$ cat src/design/cdr_pkg.sv
package cdr_pkg;

    // ADC and interpolator geometry
    localparam int N_ADC = 8;
    localparam int N_TI = 4;
    localparam int N_PI = 8;
    localparam int N_OUT = 4;

    // Mueller-Muller error carries two extra bits over the raw samples
    localparam int PD_W = N_ADC + 2;
    localparam int GAIN_W = 3;

    // Loop width follows the phase-estimate shift used by the top level
    localparam int PHASE_EST_SHIFT_DEF = 8;
    localparam int LOOP_W = PD_W + PHASE_EST_SHIFT_DEF;

    typedef logic signed [N_ADC-1:0] adc_sample_t;

    // Lane 0 holds the oldest sample of the frame
    typedef adc_sample_t [N_TI-1:0] adc_frame_t;

    typedef logic [N_PI-1:0] pi_code_t;
    typedef pi_code_t [N_OUT-1:0] pi_ctl_bus_t;

    typedef struct packed {
        logic [GAIN_W-1:0]      kp;
        logic [GAIN_W-1:0]      ki;
        logic [GAIN_W-1:0]      kr;
        logic signed [PD_W-1:0] pd_offset;
        logic                   en_freq_est;
        logic                   en_ramp_est;
        logic                   en_ext_pi_ctl;
        logic [N_PI-1:0]        ext_pi_ctl;
    } cdr_cfg_t;

    typedef struct packed {
        logic signed [PD_W-1:0]   phase_est;
        logic signed [LOOP_W-1:0] freq_est;
        logic signed [LOOP_W-1:0] ramp_est;
    } cdr_snapshot_t;

    // Snapshot sampler wants a low request before it will arm
    typedef enum logic [1:0] {
        WAIT   = 2'd0,
        READY  = 2'd1,
        SAMPLE = 2'd2
    } sampler_state_e;

endpackage

$ cat src/design/mm_phase_detector.sv
`timescale 1ns/1ps

module mm_phase_detector import cdr_pkg::*; (
    input  logic                   clk,
    input  logic                   ext_rstb,
    input  adc_frame_t             adc_frame_i,
    input  logic signed [PD_W-1:0] pd_offset_i,
    output logic signed [PD_W-1:0] phase_err_o
);

    // Sum of N_TI lane terms plus the offset fits here without wrapping
    localparam int SUM_W = PD_W + $clog2(N_TI) + 2;

    localparam logic signed [PD_W-1:0] PD_MAX = {1'b0, {(PD_W-1){1'b1}}};
    localparam logic signed [PD_W-1:0] PD_MIN = {1'b1, {(PD_W-1){1'b0}}};

    adc_sample_t             last_q;
    adc_frame_t              prev_frame;
    logic signed [SUM_W-1:0] pd_sum;
    logic signed [PD_W-1:0]  pd_sat;

    // sign(prev) * cur - sign(cur) * prev, zero counts as positive
    function automatic logic signed [SUM_W-1:0] mm_term(
        input adc_sample_t prev,
        input adc_sample_t cur
    );
        logic signed [SUM_W-1:0] p;
        logic signed [SUM_W-1:0] c;
        logic signed [SUM_W-1:0] t;
        p = prev;
        c = cur;
        t = prev[N_ADC-1] ? -c : c;
        t = cur[N_ADC-1] ? t + p : t - p;
        return t;
    endfunction

    // Each lane pairs with the sample before it, lane 0 with the kept one
    assign prev_frame = {adc_frame_i[N_TI-2:0], last_q};

    always_comb begin
        pd_sum = pd_offset_i;
        for (int i = 0; i < N_TI; i++) begin
            pd_sum = pd_sum + mm_term(prev_frame[i], adc_frame_i[i]);
        end
        if (pd_sum > PD_MAX) begin
            pd_sat = PD_MAX;
        end else if (pd_sum < PD_MIN) begin
            pd_sat = PD_MIN;
        end else begin
            pd_sat = pd_sum[PD_W-1:0];
        end
    end

    always_ff @(posedge clk or negedge ext_rstb) begin
        if (!ext_rstb) begin
            last_q      <= '0;
            phase_err_o <= '0;
        end else begin
            last_q      <= adc_frame_i[N_TI-1];
            phase_err_o <= pd_sat;
        end
    end

    // A sum beyond either rail must never wrap into the opposite sign
    a_no_wrap: assert property (@(posedge clk) disable iff (!ext_rstb)
        1'b1 |=> (phase_err_o[PD_W-1] == $past(pd_sum[SUM_W-1])));

endmodule

$ cat src/design/cdr_loop_filter.sv
`timescale 1ns/1ps

module cdr_loop_filter import cdr_pkg::*; #(
    parameter int PHASE_EST_SHIFT = 8
) (
    input  logic                   clk,
    input  logic                   ext_rstb,
    input  logic signed [PD_W-1:0] phase_err_i,
    input  logic                   ramp_clock_i,
    input  cdr_cfg_t               cfg_i,
    output logic signed [PD_W-1:0] phase_est_o,
    output cdr_snapshot_t          loop_state_o,
    output logic                   freq_lvl_cross_o
);

    localparam int ACC_W = PD_W + PHASE_EST_SHIFT;

    logic signed [ACC_W-1:0] err_ext;
    logic signed [ACC_W-1:0] prop_term;
    logic signed [ACC_W-1:0] intg_term;
    logic signed [ACC_W-1:0] ramp_term;

    logic signed [ACC_W-1:0] ramp_pls_q;
    logic signed [ACC_W-1:0] ramp_neg_q;
    logic signed [ACC_W-1:0] ramp_pls_upd;
    logic signed [ACC_W-1:0] ramp_neg_upd;
    logic signed [ACC_W-1:0] ramp_sel_q;
    logic signed [ACC_W-1:0] ramp_sel_upd;

    logic signed [ACC_W-1:0] freq_q;
    logic signed [ACC_W-1:0] freq_upd;
    logic signed [ACC_W-1:0] prev_freq_upd_q;

    logic signed [ACC_W-1:0] phase_acc_q;
    logic signed [ACC_W-1:0] phase_acc_d;
    logic signed [ACC_W-1:0] phase_shifted;

    // Error is widened to the loop width before any gain shift
    assign err_ext   = phase_err_i;
    assign prop_term = err_ext <<< cfg_i.kp;
    assign intg_term = err_ext <<< cfg_i.ki;
    assign ramp_term = err_ext <<< cfg_i.kr;

    // The ramp clock phase decides which half of the ramp estimator integrates
    assign ramp_pls_upd = ramp_clock_i ? ramp_pls_q + ramp_term : ramp_pls_q;
    assign ramp_neg_upd = ramp_clock_i ? ramp_neg_q : ramp_neg_q + ramp_term;
    assign ramp_sel_q   = ramp_clock_i ? ramp_pls_q : ramp_neg_q;
    assign ramp_sel_upd = ramp_clock_i ? ramp_pls_upd : ramp_neg_upd;

    assign freq_upd = freq_q + intg_term + ramp_sel_q;

    // Phase integrates the proportional term on top of the stored frequency
    assign phase_acc_d   = phase_acc_q + prop_term + freq_q;
    assign phase_shifted = phase_acc_q >>> PHASE_EST_SHIFT;
    assign phase_est_o   = phase_shifted[PD_W-1:0];

    always_ff @(posedge clk or negedge ext_rstb) begin
        if (!ext_rstb) begin
            ramp_pls_q <= '0;
            ramp_neg_q <= '0;
        end else if (!cfg_i.en_ramp_est) begin
            ramp_pls_q <= '0;
            ramp_neg_q <= '0;
        end else begin
            ramp_pls_q <= ramp_pls_upd;
            ramp_neg_q <= ramp_neg_upd;
        end
    end

    always_ff @(posedge clk or negedge ext_rstb) begin
        if (!ext_rstb) begin
            freq_q <= '0;
        end else if (cfg_i.en_freq_est) begin
            freq_q <= freq_upd;
        end else begin
            freq_q <= '0;
        end
    end

    always_ff @(posedge clk or negedge ext_rstb) begin
        if (!ext_rstb) begin
            phase_acc_q <= '0;
        end else begin
            phase_acc_q <= phase_acc_d;
        end
    end

    // Flag is high while the frequency update keeps rising
    always_ff @(posedge clk or negedge ext_rstb) begin
        if (!ext_rstb) begin
            prev_freq_upd_q  <= '0;
            freq_lvl_cross_o <= 1'b0;
        end else begin
            prev_freq_upd_q  <= freq_upd;
            freq_lvl_cross_o <= (freq_upd > prev_freq_upd_q);
        end
    end

    assign loop_state_o = '{
        phase_est: phase_est_o,
        freq_est:  freq_upd,
        ramp_est:  ramp_sel_upd
    };

    // Disabling the ramp estimator flushes both halves on the next edge
    a_ramp_clear: assert property (@(posedge clk) disable iff (!ext_rstb)
        !cfg_i.en_ramp_est |=> (ramp_pls_q == '0 && ramp_neg_q == '0));

endmodule

$ cat src/design/cdr_state_sampler.sv
`timescale 1ns/1ps

module cdr_state_sampler import cdr_pkg::*; (
    input  logic          clk,
    input  logic          ext_rstb,
    input  logic          sample_req_i,
    input  cdr_snapshot_t loop_state_i,
    output cdr_snapshot_t snapshot_o
);

    sampler_state_e state_q;

    // The request must drop before a new capture can be armed
    always_ff @(posedge clk or negedge ext_rstb) begin
        if (!ext_rstb) begin
            state_q <= WAIT;
        end else begin
            case (state_q)
                WAIT: begin
                    if (!sample_req_i) begin
                        state_q <= READY;
                    end
                end
                READY: begin
                    if (sample_req_i) begin
                        state_q <= SAMPLE;
                    end
                end
                SAMPLE: begin
                    state_q <= WAIT;
                end
                default: begin
                    state_q <= WAIT;
                end
            endcase
        end
    end

    // Snapshot holds its value between captures
    always_ff @(posedge clk or negedge ext_rstb) begin
        if (!ext_rstb) begin
            snapshot_o <= '0;
        end else if (state_q == SAMPLE) begin
            snapshot_o <= loop_state_i;
        end
    end

    a_snapshot_hold: assert property (@(posedge clk) disable iff (!ext_rstb)
        (state_q != SAMPLE) |=> $stable(snapshot_o));

endmodule

$ cat src/design/pi_ctl_driver.sv
`timescale 1ns/1ps

module pi_ctl_driver import cdr_pkg::*; (
    input  logic                   clk,
    input  logic                   ext_rstb,
    input  logic signed [PD_W-1:0] phase_est_i,
    input  cdr_cfg_t               cfg_i,
    output pi_ctl_bus_t            pi_ctl_o
);

    logic signed [PD_W-1:0] phase_scaled;
    pi_code_t               code_sel;

    // Keep only the top N_PI bits of the phase estimate
    assign phase_scaled = phase_est_i >>> (PD_W - N_PI);

    assign code_sel = cfg_i.en_ext_pi_ctl ? cfg_i.ext_pi_ctl : phase_scaled[N_PI-1:0];

    // All interpolators get the same code
    always_ff @(posedge clk or negedge ext_rstb) begin
        if (!ext_rstb) begin
            pi_ctl_o <= '0;
        end else begin
            for (int k = 0; k < N_OUT; k++) begin
                pi_ctl_o[k] <= code_sel;
            end
        end
    end

endmodule

$ cat src/design/mm_cdr_top.sv
`timescale 1ns/1ps

module mm_cdr_top import cdr_pkg::*; #(
    parameter int PHASE_EST_SHIFT = 8
) (
    input  logic          clk,
    input  logic          ext_rstb,
    input  adc_frame_t    adc_frame_i,
    input  logic          ramp_clock_i,
    input  cdr_cfg_t      cfg_i,
    input  logic          sample_req_i,
    output pi_ctl_bus_t   pi_ctl_o,
    output logic          freq_lvl_cross_o,
    output cdr_snapshot_t snapshot_o
);

    logic signed [PD_W-1:0] phase_err;
    logic signed [PD_W-1:0] phase_est;
    cdr_snapshot_t          loop_state;

    mm_phase_detector u_mm_phase_detector (
        .clk         (clk),
        .ext_rstb    (ext_rstb),
        .adc_frame_i (adc_frame_i),
        .pd_offset_i (cfg_i.pd_offset),
        .phase_err_o (phase_err)
    );

    cdr_loop_filter #(
        .PHASE_EST_SHIFT (PHASE_EST_SHIFT)
    ) u_cdr_loop_filter (
        .clk              (clk),
        .ext_rstb         (ext_rstb),
        .phase_err_i      (phase_err),
        .ramp_clock_i     (ramp_clock_i),
        .cfg_i            (cfg_i),
        .phase_est_o      (phase_est),
        .loop_state_o     (loop_state),
        .freq_lvl_cross_o (freq_lvl_cross_o)
    );

    cdr_state_sampler u_cdr_state_sampler (
        .clk          (clk),
        .ext_rstb     (ext_rstb),
        .sample_req_i (sample_req_i),
        .loop_state_i (loop_state),
        .snapshot_o   (snapshot_o)
    );

    pi_ctl_driver u_pi_ctl_driver (
        .clk         (clk),
        .ext_rstb    (ext_rstb),
        .phase_est_i (phase_est),
        .cfg_i       (cfg_i),
        .pi_ctl_o    (pi_ctl_o)
    );

endmodule

$ cat config.mk
export PLATFORM = sky130hd
export DESIGN_NAME = mm_cdr_top
export DESIGN_NICKNAME = d
export VERILOG_FILES = /design/src/design/cdr_pkg.sv /design/src/design/mm_phase_detector.sv /design/src/design/cdr_loop_filter.sv /design/src/design/cdr_state_sampler.sv /design/src/design/pi_ctl_driver.sv /design/src/design/mm_cdr_top.sv
export SDC_FILE = /design/constraint.sdc
export NUM_CORES = 1
export LEC_CHECK = 0
export ABC_AREA = 1
export ABC_CLOCK_PERIOD_IN_PS = 5900
export BUFFER_PORTS_ARGS = -buffer_cell sky130_fd_sc_hd__clkbuf_2
export CAP_MARGIN = 10
export CORE_MARGIN = 1.5
export CORE_UTILIZATION = 40
export CTS_CLUSTER_SIZE = 12
export DETAILED_ROUTE_END_ITERATION = 8
export PLACE_DENSITY = 0.57
export SETUP_SLACK_MARGIN = 0.5
export SLEW_MARGIN = 20
export SYNTH_ARGS = -nofsm -noshare
export SYNTH_HDL_FRONTEND = slang
export SYNTH_SLANG_ARGS = --single-unit
$ cat constraint.sdc
create_clock -name clk -period 5.9 [get_ports clk]
set_clock_uncertainty 0.1 [all_clocks]
set_input_delay 0 -clock clk [delete_from_list [all_inputs] [get_ports clk]]
set_output_delay 0 -clock clk [all_outputs]
set_load 0.1 [all_outputs]
[Word-level counts from Yosys, hierarchy flattened]
Index checks and enable logic that the tools add are counted.
Cells by class
  $add $sub $neg: 22
  shift-type cells: 3
  order comparisons: 3
  multiplexer cells: 21
  reduce and logical (&&, ||, !) cells: 2
  equal/unequal tests: 4
Operator list (number)
  2-to-1 mux 18 bit: 7
  2-to-1 mux 14 bit: 8
  adder 18 bit: 6
  adder 14 x 8 -> 14 bit: 4
  negation 8 -> 14 bit: 4
  subtractor 14 x 8 -> 14 bit: 4
  <<< shifter 10 x 3 -> 18 bit: 3
  adder 14 bit: 3
  2-to-1 mux 10 bit: 2
  greater-than comparator 18 bit: 1
  adder 10 x 14 -> 14 bit: 1
  greater-than comparator 14 x 10 -> 1 bit (second input constant): 1
  less-than comparator 14 x 10 -> 1 bit (second input constant): 1
  2-to-1 mux 8 bit: 1
  2-to-1 mux 2 bit: 2
  inequality test 2 bit (second input constant): 2
  case mux 2 bit (2 select lines): 1
  == test 2 x 1 -> 1 bit (second input constant): 1
  == test 2 bit (second input constant): 1
  logical NOT 2 bit: 1
  AND reduction 2 bit: 1
Storage, ports and cells
  input bits: 66
  word-level logic and storage cells: 68
  register bits: 165
  output and inout port bits: 79

[Longest topological paths before layout]
  word-level depth: 11
  depth in mapped cells: 37
  depth with buffers taken out: 37

[By module]
A second synthesis with hierarchy kept.
Unflattened totals
  cell total of the unflattened synthesis: 2541
  area total of the unflattened synthesis: 17814.6 um^2
By module, submodules not included
  cdr_loop_filter: times used 1, seq. area each 2277.2 um^2, area each 9582.9 um^2, cells each 1409
  mm_phase_detector: times used 1, seq. area each 450.4 um^2, area each 5863.1 um^2, cells each 869
  cdr_state_sampler: times used 1, seq. area each 1201.2 um^2, area each 1883.1 um^2, cells each 205
  pi_ctl_driver: times used 1, seq. area each 200.2 um^2, area each 485.5 um^2, cells each 58

[Least setup slack after synthesis]
OpenSTA, ideal clock, no wires.
  path kind: register to register
  start: reg u_mm_phase_detector.last_q[2]
  end: reg u_mm_phase_detector.phase_err_o[0]
  slack: 478 ps
  stages on the path, launching flop included: 28
  arrival time: 5203 ps
  clock period less this slack: 5422 ps
  path buffers: 0
  setup time: 119 ps
  data required time: 5681 ps
  cells stage by stage: dfrtp_1 nor2_1 nand2_1 o31ai_1 xor2_1 ha_1 a21oi_1 o21ai_0 nor2_1 o21ai_0 xnor2_1 fa_1 inv_1 fa_1 inv_1 fa_1 inv_1 ha_1 a21oi_1 o21ai_0 a21oi_1 nor2_1 nor2_1 xor2_1 nand3_1 or2_2 nand3_4 nand2_1
On the way
  longest elaborated chain between the ends: 9
  elaborated cells on any way between the ends: 11
  those cells by class: 6 x add/sub; 2 x order compare; 3 x mux
RTL lines
  start: declaration: RTL line mm_phase_detector.sv:17  | adc_sample_t last_q;
  start signal: assignment: RTL line mm_phase_detector.sv:59  | last_q <= adc_frame_i[N_TI-1];
  subtractor 14 x 8 -> 14 bit or adder 14 x 8 -> 14 bit (tied branches): RTL line mm_phase_detector.sv:33  | t = cur[N_ADC-1] ? t + p : t - p;
  2-to-1 mux 14 bit (*): RTL line mm_phase_detector.sv:33
  adder 10 x 14 -> 14 bit (*): RTL line mm_phase_detector.sv:43  | pd_sum = pd_sum + mm_term(prev_frame[i], adc_frame_i[i]);
  adder 14 bit (*) (3 in a row): RTL line mm_phase_detector.sv:43
  less-than comparator 14 x 10 -> 1 bit: RTL line mm_phase_detector.sv:47  | end else if (pd_sum < PD_MIN) begin
  2-to-1 mux 10 bit: RTL line mm_phase_detector.sv:47
  2-to-1 mux 10 bit (*): RTL line mm_phase_detector.sv:45  | if (pd_sum > PD_MAX) begin
  named net u_mm_phase_detector.pd_sat[0]: RTL line mm_phase_detector.sv:20  | logic signed [PD_W-1:0] pd_sat;
  end signal: assignment: RTL line mm_phase_detector.sv:60  | phase_err_o <= pd_sat;
  end: declaration: RTL line mm_phase_detector.sv:8  | output logic signed [PD_W-1:0] phase_err_o
Mark *: on every way through the listed nets, which the timed path passes. The rest lies on a longest branch.
A chain may end at the register's enable or synchronous reset.

[Worst setup path after layout]
  start: reg u_mm_phase_detector.last_q[1]
  end: reg u_mm_phase_detector.phase_err_o[1]
The elaborated chain is that of the path after synthesis.

==> impl_results.md <==
* Uppermost layer routed: met4
* Startpoint types: register
* FFs w/ async S/R, synth at 100.0%
* Largest net degree at the start of global routing at 98
* Crit path DAT at 5.83 ns
* I/O pins at 145
* Site Rows at 74
* Dpl cell area at 17970 um2
* Fin nets at 2770
* CP max stage delay at 0.58 ns
* H-Tree Depth at 4
* Reg clk slew, reported paths at 0.07 ns
* Global Route Usage Sum at 23.49%
* WL met3 at 2151 um
* P&R area growth vs syn at 18.14%
* DRC at 15
* Placed insts at 2915
* Crit Path Category: register to register
* Diode count at 0
* Worst EP required at 6.12 ns
* Final setup vio count at 0
* Top FF cell, synth: dfrtp_1
* # fillers at 4128
* Fin. max-slew vios at 0
* Post-DP HPWL at 40410 um
* Met1 Routed Length at 23730 um
* Syn. warnings at 0
* Worst Path Max Fanout at 5
* Port bufs at 144
* First-pass GRT wire length at 80440 um
* Layout cell share with drive strength beyond 1 at 14.79%
* Initial Util at 40.67%
* Net Count, Synth at 2581
* Worst path bufs/invs at 4
* Post-Syn Instances at 2280
* Num CTS Buffers at 17
* Root Buffer: clkbuf_16
* RSZ-0062 raised after global routing: yes
* Gp weighted congestion at 0.9423
* Met2 WL at 23560 um
* Post-synth EDFFs at 0
* Sequential share of the synthesized area at 24.75%
* Antenna violations before repair at 0
* Via count at 15410
* Fin crit period at 5.608 ns
* Relative slew slack at 35.83%
* CP Capture Type: register
* Die W at 207.2 um
* Fmax at 178.3 MHz
* Final ANT Viol Nets at 0
* Hold Violations, Final at 0
* Slew @ Worst Pin at 0.9625 ns
* Total congestion overflow at 0
* Clock Latency Late Sink at 0.44 ns
* WL per Instance at 16.62 um
* Final Instance Count excl. Fillers at 3014
* Failing checks: design-rule violations
* Placeable Area at 41020 um2
* Detailed-router iteration count before antenna repair at 7
* Die Ht at 207.2 um
* Vias in the first global route at 14990
* Seq cells post-synth at 165
* DRT iter0 DRCs at 1211
* Post-DR vias/cell at 5.113
* Avg Cell Area, Syn at 7.316 um2
* Final period util at 95.05%
* Max Root-Sink Buffers at 2
* Die area at 42940 um2
* Hold crit path type: input port to register
* Max Cap Violations at 0
* Synth cell types at 43
* Total clock sinks at 165
* CTS tree: built
* Fin area at 19710 um2
* Top delay family on crit path: adder cells
* Final Routed Wirelength at 50080 um
* Status: finished, violations left
* Slowest cell on the critical path: fa_1
* Synth Cell Area at 16680 um2
==> layout by cell type, fill, tap and decap left out, drive strengths merged, types with 36 or more instances in the layout <==
cell type / n
nand2: 566
inv: 332
o21ai: 222
dfrtp: 165
clkbuf: 163
ha: 155
a21oi: 153
nor2: 144
nand3: 95
xor2: 81
fa: 80
buf: 64
xnor2: 45
dlygate4sd3: 36
==> per-layer routing <==
metal	vias up	track usage (%)
met4	0	4.817
met5	-	0
li1	7760	-
met1	7278	32.89
met2	347	39.50
met3	26	2.269
==> stage by stage <==
stage | setup TNS [ns] | util (%) | setup slack (ns) | hold WS [ns]
finish | 0 | 48.04 | 0.2918 | 0.06020
global route | -0.09828 | 48.04 | -0.02406 | 0.06915
CTS | 0 | 46.95 | 0.3452 | 0.03293
detailed placement | -1.226 | 43.82 | -0.1461 | 0.04827
global placement | -0.3380 | 43.82 | -0.03847 | 0.04882
floorplan | 0 | - | 0.5094 | -0.3956
==> worst paths after layout <==
check,start,end,slack [ns],depth (start not counted)
setup / recovery,u_mm_phase_detector.last_q[1]$_DFF_PN0_,u_mm_phase_detector.phase_err_o[1]$_DFF_PN0_,0.29,28
setup reg to reg,u_mm_phase_detector.last_q[1]$_DFF_PN0_,u_mm_phase_detector.phase_err_o[1]$_DFF_PN0_,0.29,28
hold / removal,cfg_i[9],u_cdr_loop_filter.ramp_pls_q[3]$_DFF_PN0_,0.06,3
hold reg to reg,u_cdr_state_sampler.state_q[1]$_DFFE_PN0P_,u_cdr_state_sampler.state_q[0]$_DFFE_PN0P_,0.33,1
min in group asynchronous,ext_rstb,u_pi_ctl_driver.pi_ctl_o[9]$_DFF_PN0_,0.10,2
max in group asynchronous,ext_rstb,u_cdr_loop_filter.ramp_neg_q[11]$_DFF_PN0_,4.12,3
==> tightest hold or removal path: stages <==
cell	delay, ns
clkbuf_2	0.31
o211ai_1	0.21
inv_1	0.04
==> kinds of logic (layout without fill, tap and decap cells) <==
kind of cell	after synthesis	in the layout	synth area share, %
AO/OA/AOI/OAI	455	455	14.85
XOR/XNOR	126	126	6.616
adder cells (fa/ha/maj)	235	235	21.23
buffers and inverters	406	606	9.706
flip-flops	165	165	24.75
multiplexers	25	25	1.500
AND/OR/NAND/NOR	868	870	21.35
==> what timing repair did <==
| action | CTS | global route |
|---|---|---|
| pin swaps | 51 | 62 |
| buffers inserted | 12 | 17 |
| hold endpoints to repair | 119 | 0 |
| gates resized for setup | 57 | 80 |
| hold buffers | 36 | 0 |
| gates cloned | 2 | 0 |
| setup endpoints to repair | 10 | 10 |
==> area by class of cell <==
cell class	count	area, um2	area share (%)
clock inverter	12	121.4	0.6159
inverter	331	1250	6.343
clock buffer	20	446.7	2.267
sequential	165	4129	20.95
timing repair buffer	243	1584	8.038
multi-input combinational	1711	11510	58.41
tap	532	665.6	3.378
==> synth_stat cells, types with 17 or more instances <==
| library cell | instances | area (um2) |
|---|---|---|
| nand3_1 | 90 | 450.4 |
| o211ai_1 | 20 | 150.1 |
| ha_1 | 155 | 1939 |
| a21oi_1 | 153 | 765.7 |
| xnor2_1 | 45 | 394.1 |
| mux2i_1 | 25 | 250.2 |
| nor2_1 | 139 | 521.8 |
| xor2_1 | 81 | 709.4 |
| fa_1 | 80 | 1602 |
| o21ai_0 | 219 | 1096 |
| dfrtp_1 | 165 | 4129 |
| nand2_1 | 562 | 2110 |
| buf_4 | 24 | 180.2 |
| clkbuf_1 | 46 | 172.7 |
| o21bai_1 | 17 | 127.6 |
| nor3_1 | 31 | 155.2 |
| inv_1 | 325 | 1220 |
==> state kept, by name (all words and copies together) (netlist names) <==
register                            cells
u_cdr_loop_filter.ramp_pls_q           18
u_cdr_loop_filter.prev_freq_upd_q      18
u_mm_phase_detector.last_q              8
u_cdr_loop_filter.ramp_neg_q           18
u_cdr_loop_filter.freq_q               18
u_cdr_state_sampler.state_q             2
u_cdr_loop_filter.phase_acc_q          18
u_cdr_loop_filter.freq_lvl_cross_o      1
u_cdr_state_sampler.snapshot_o         46
u_mm_phase_detector.phase_err_o        10
u_pi_ctl_driver.pi_ctl_o                8
Power is left out: the tool's default activity adds up to more than one toggle a clock period on the data nets, which glitch-free logic cannot reach.
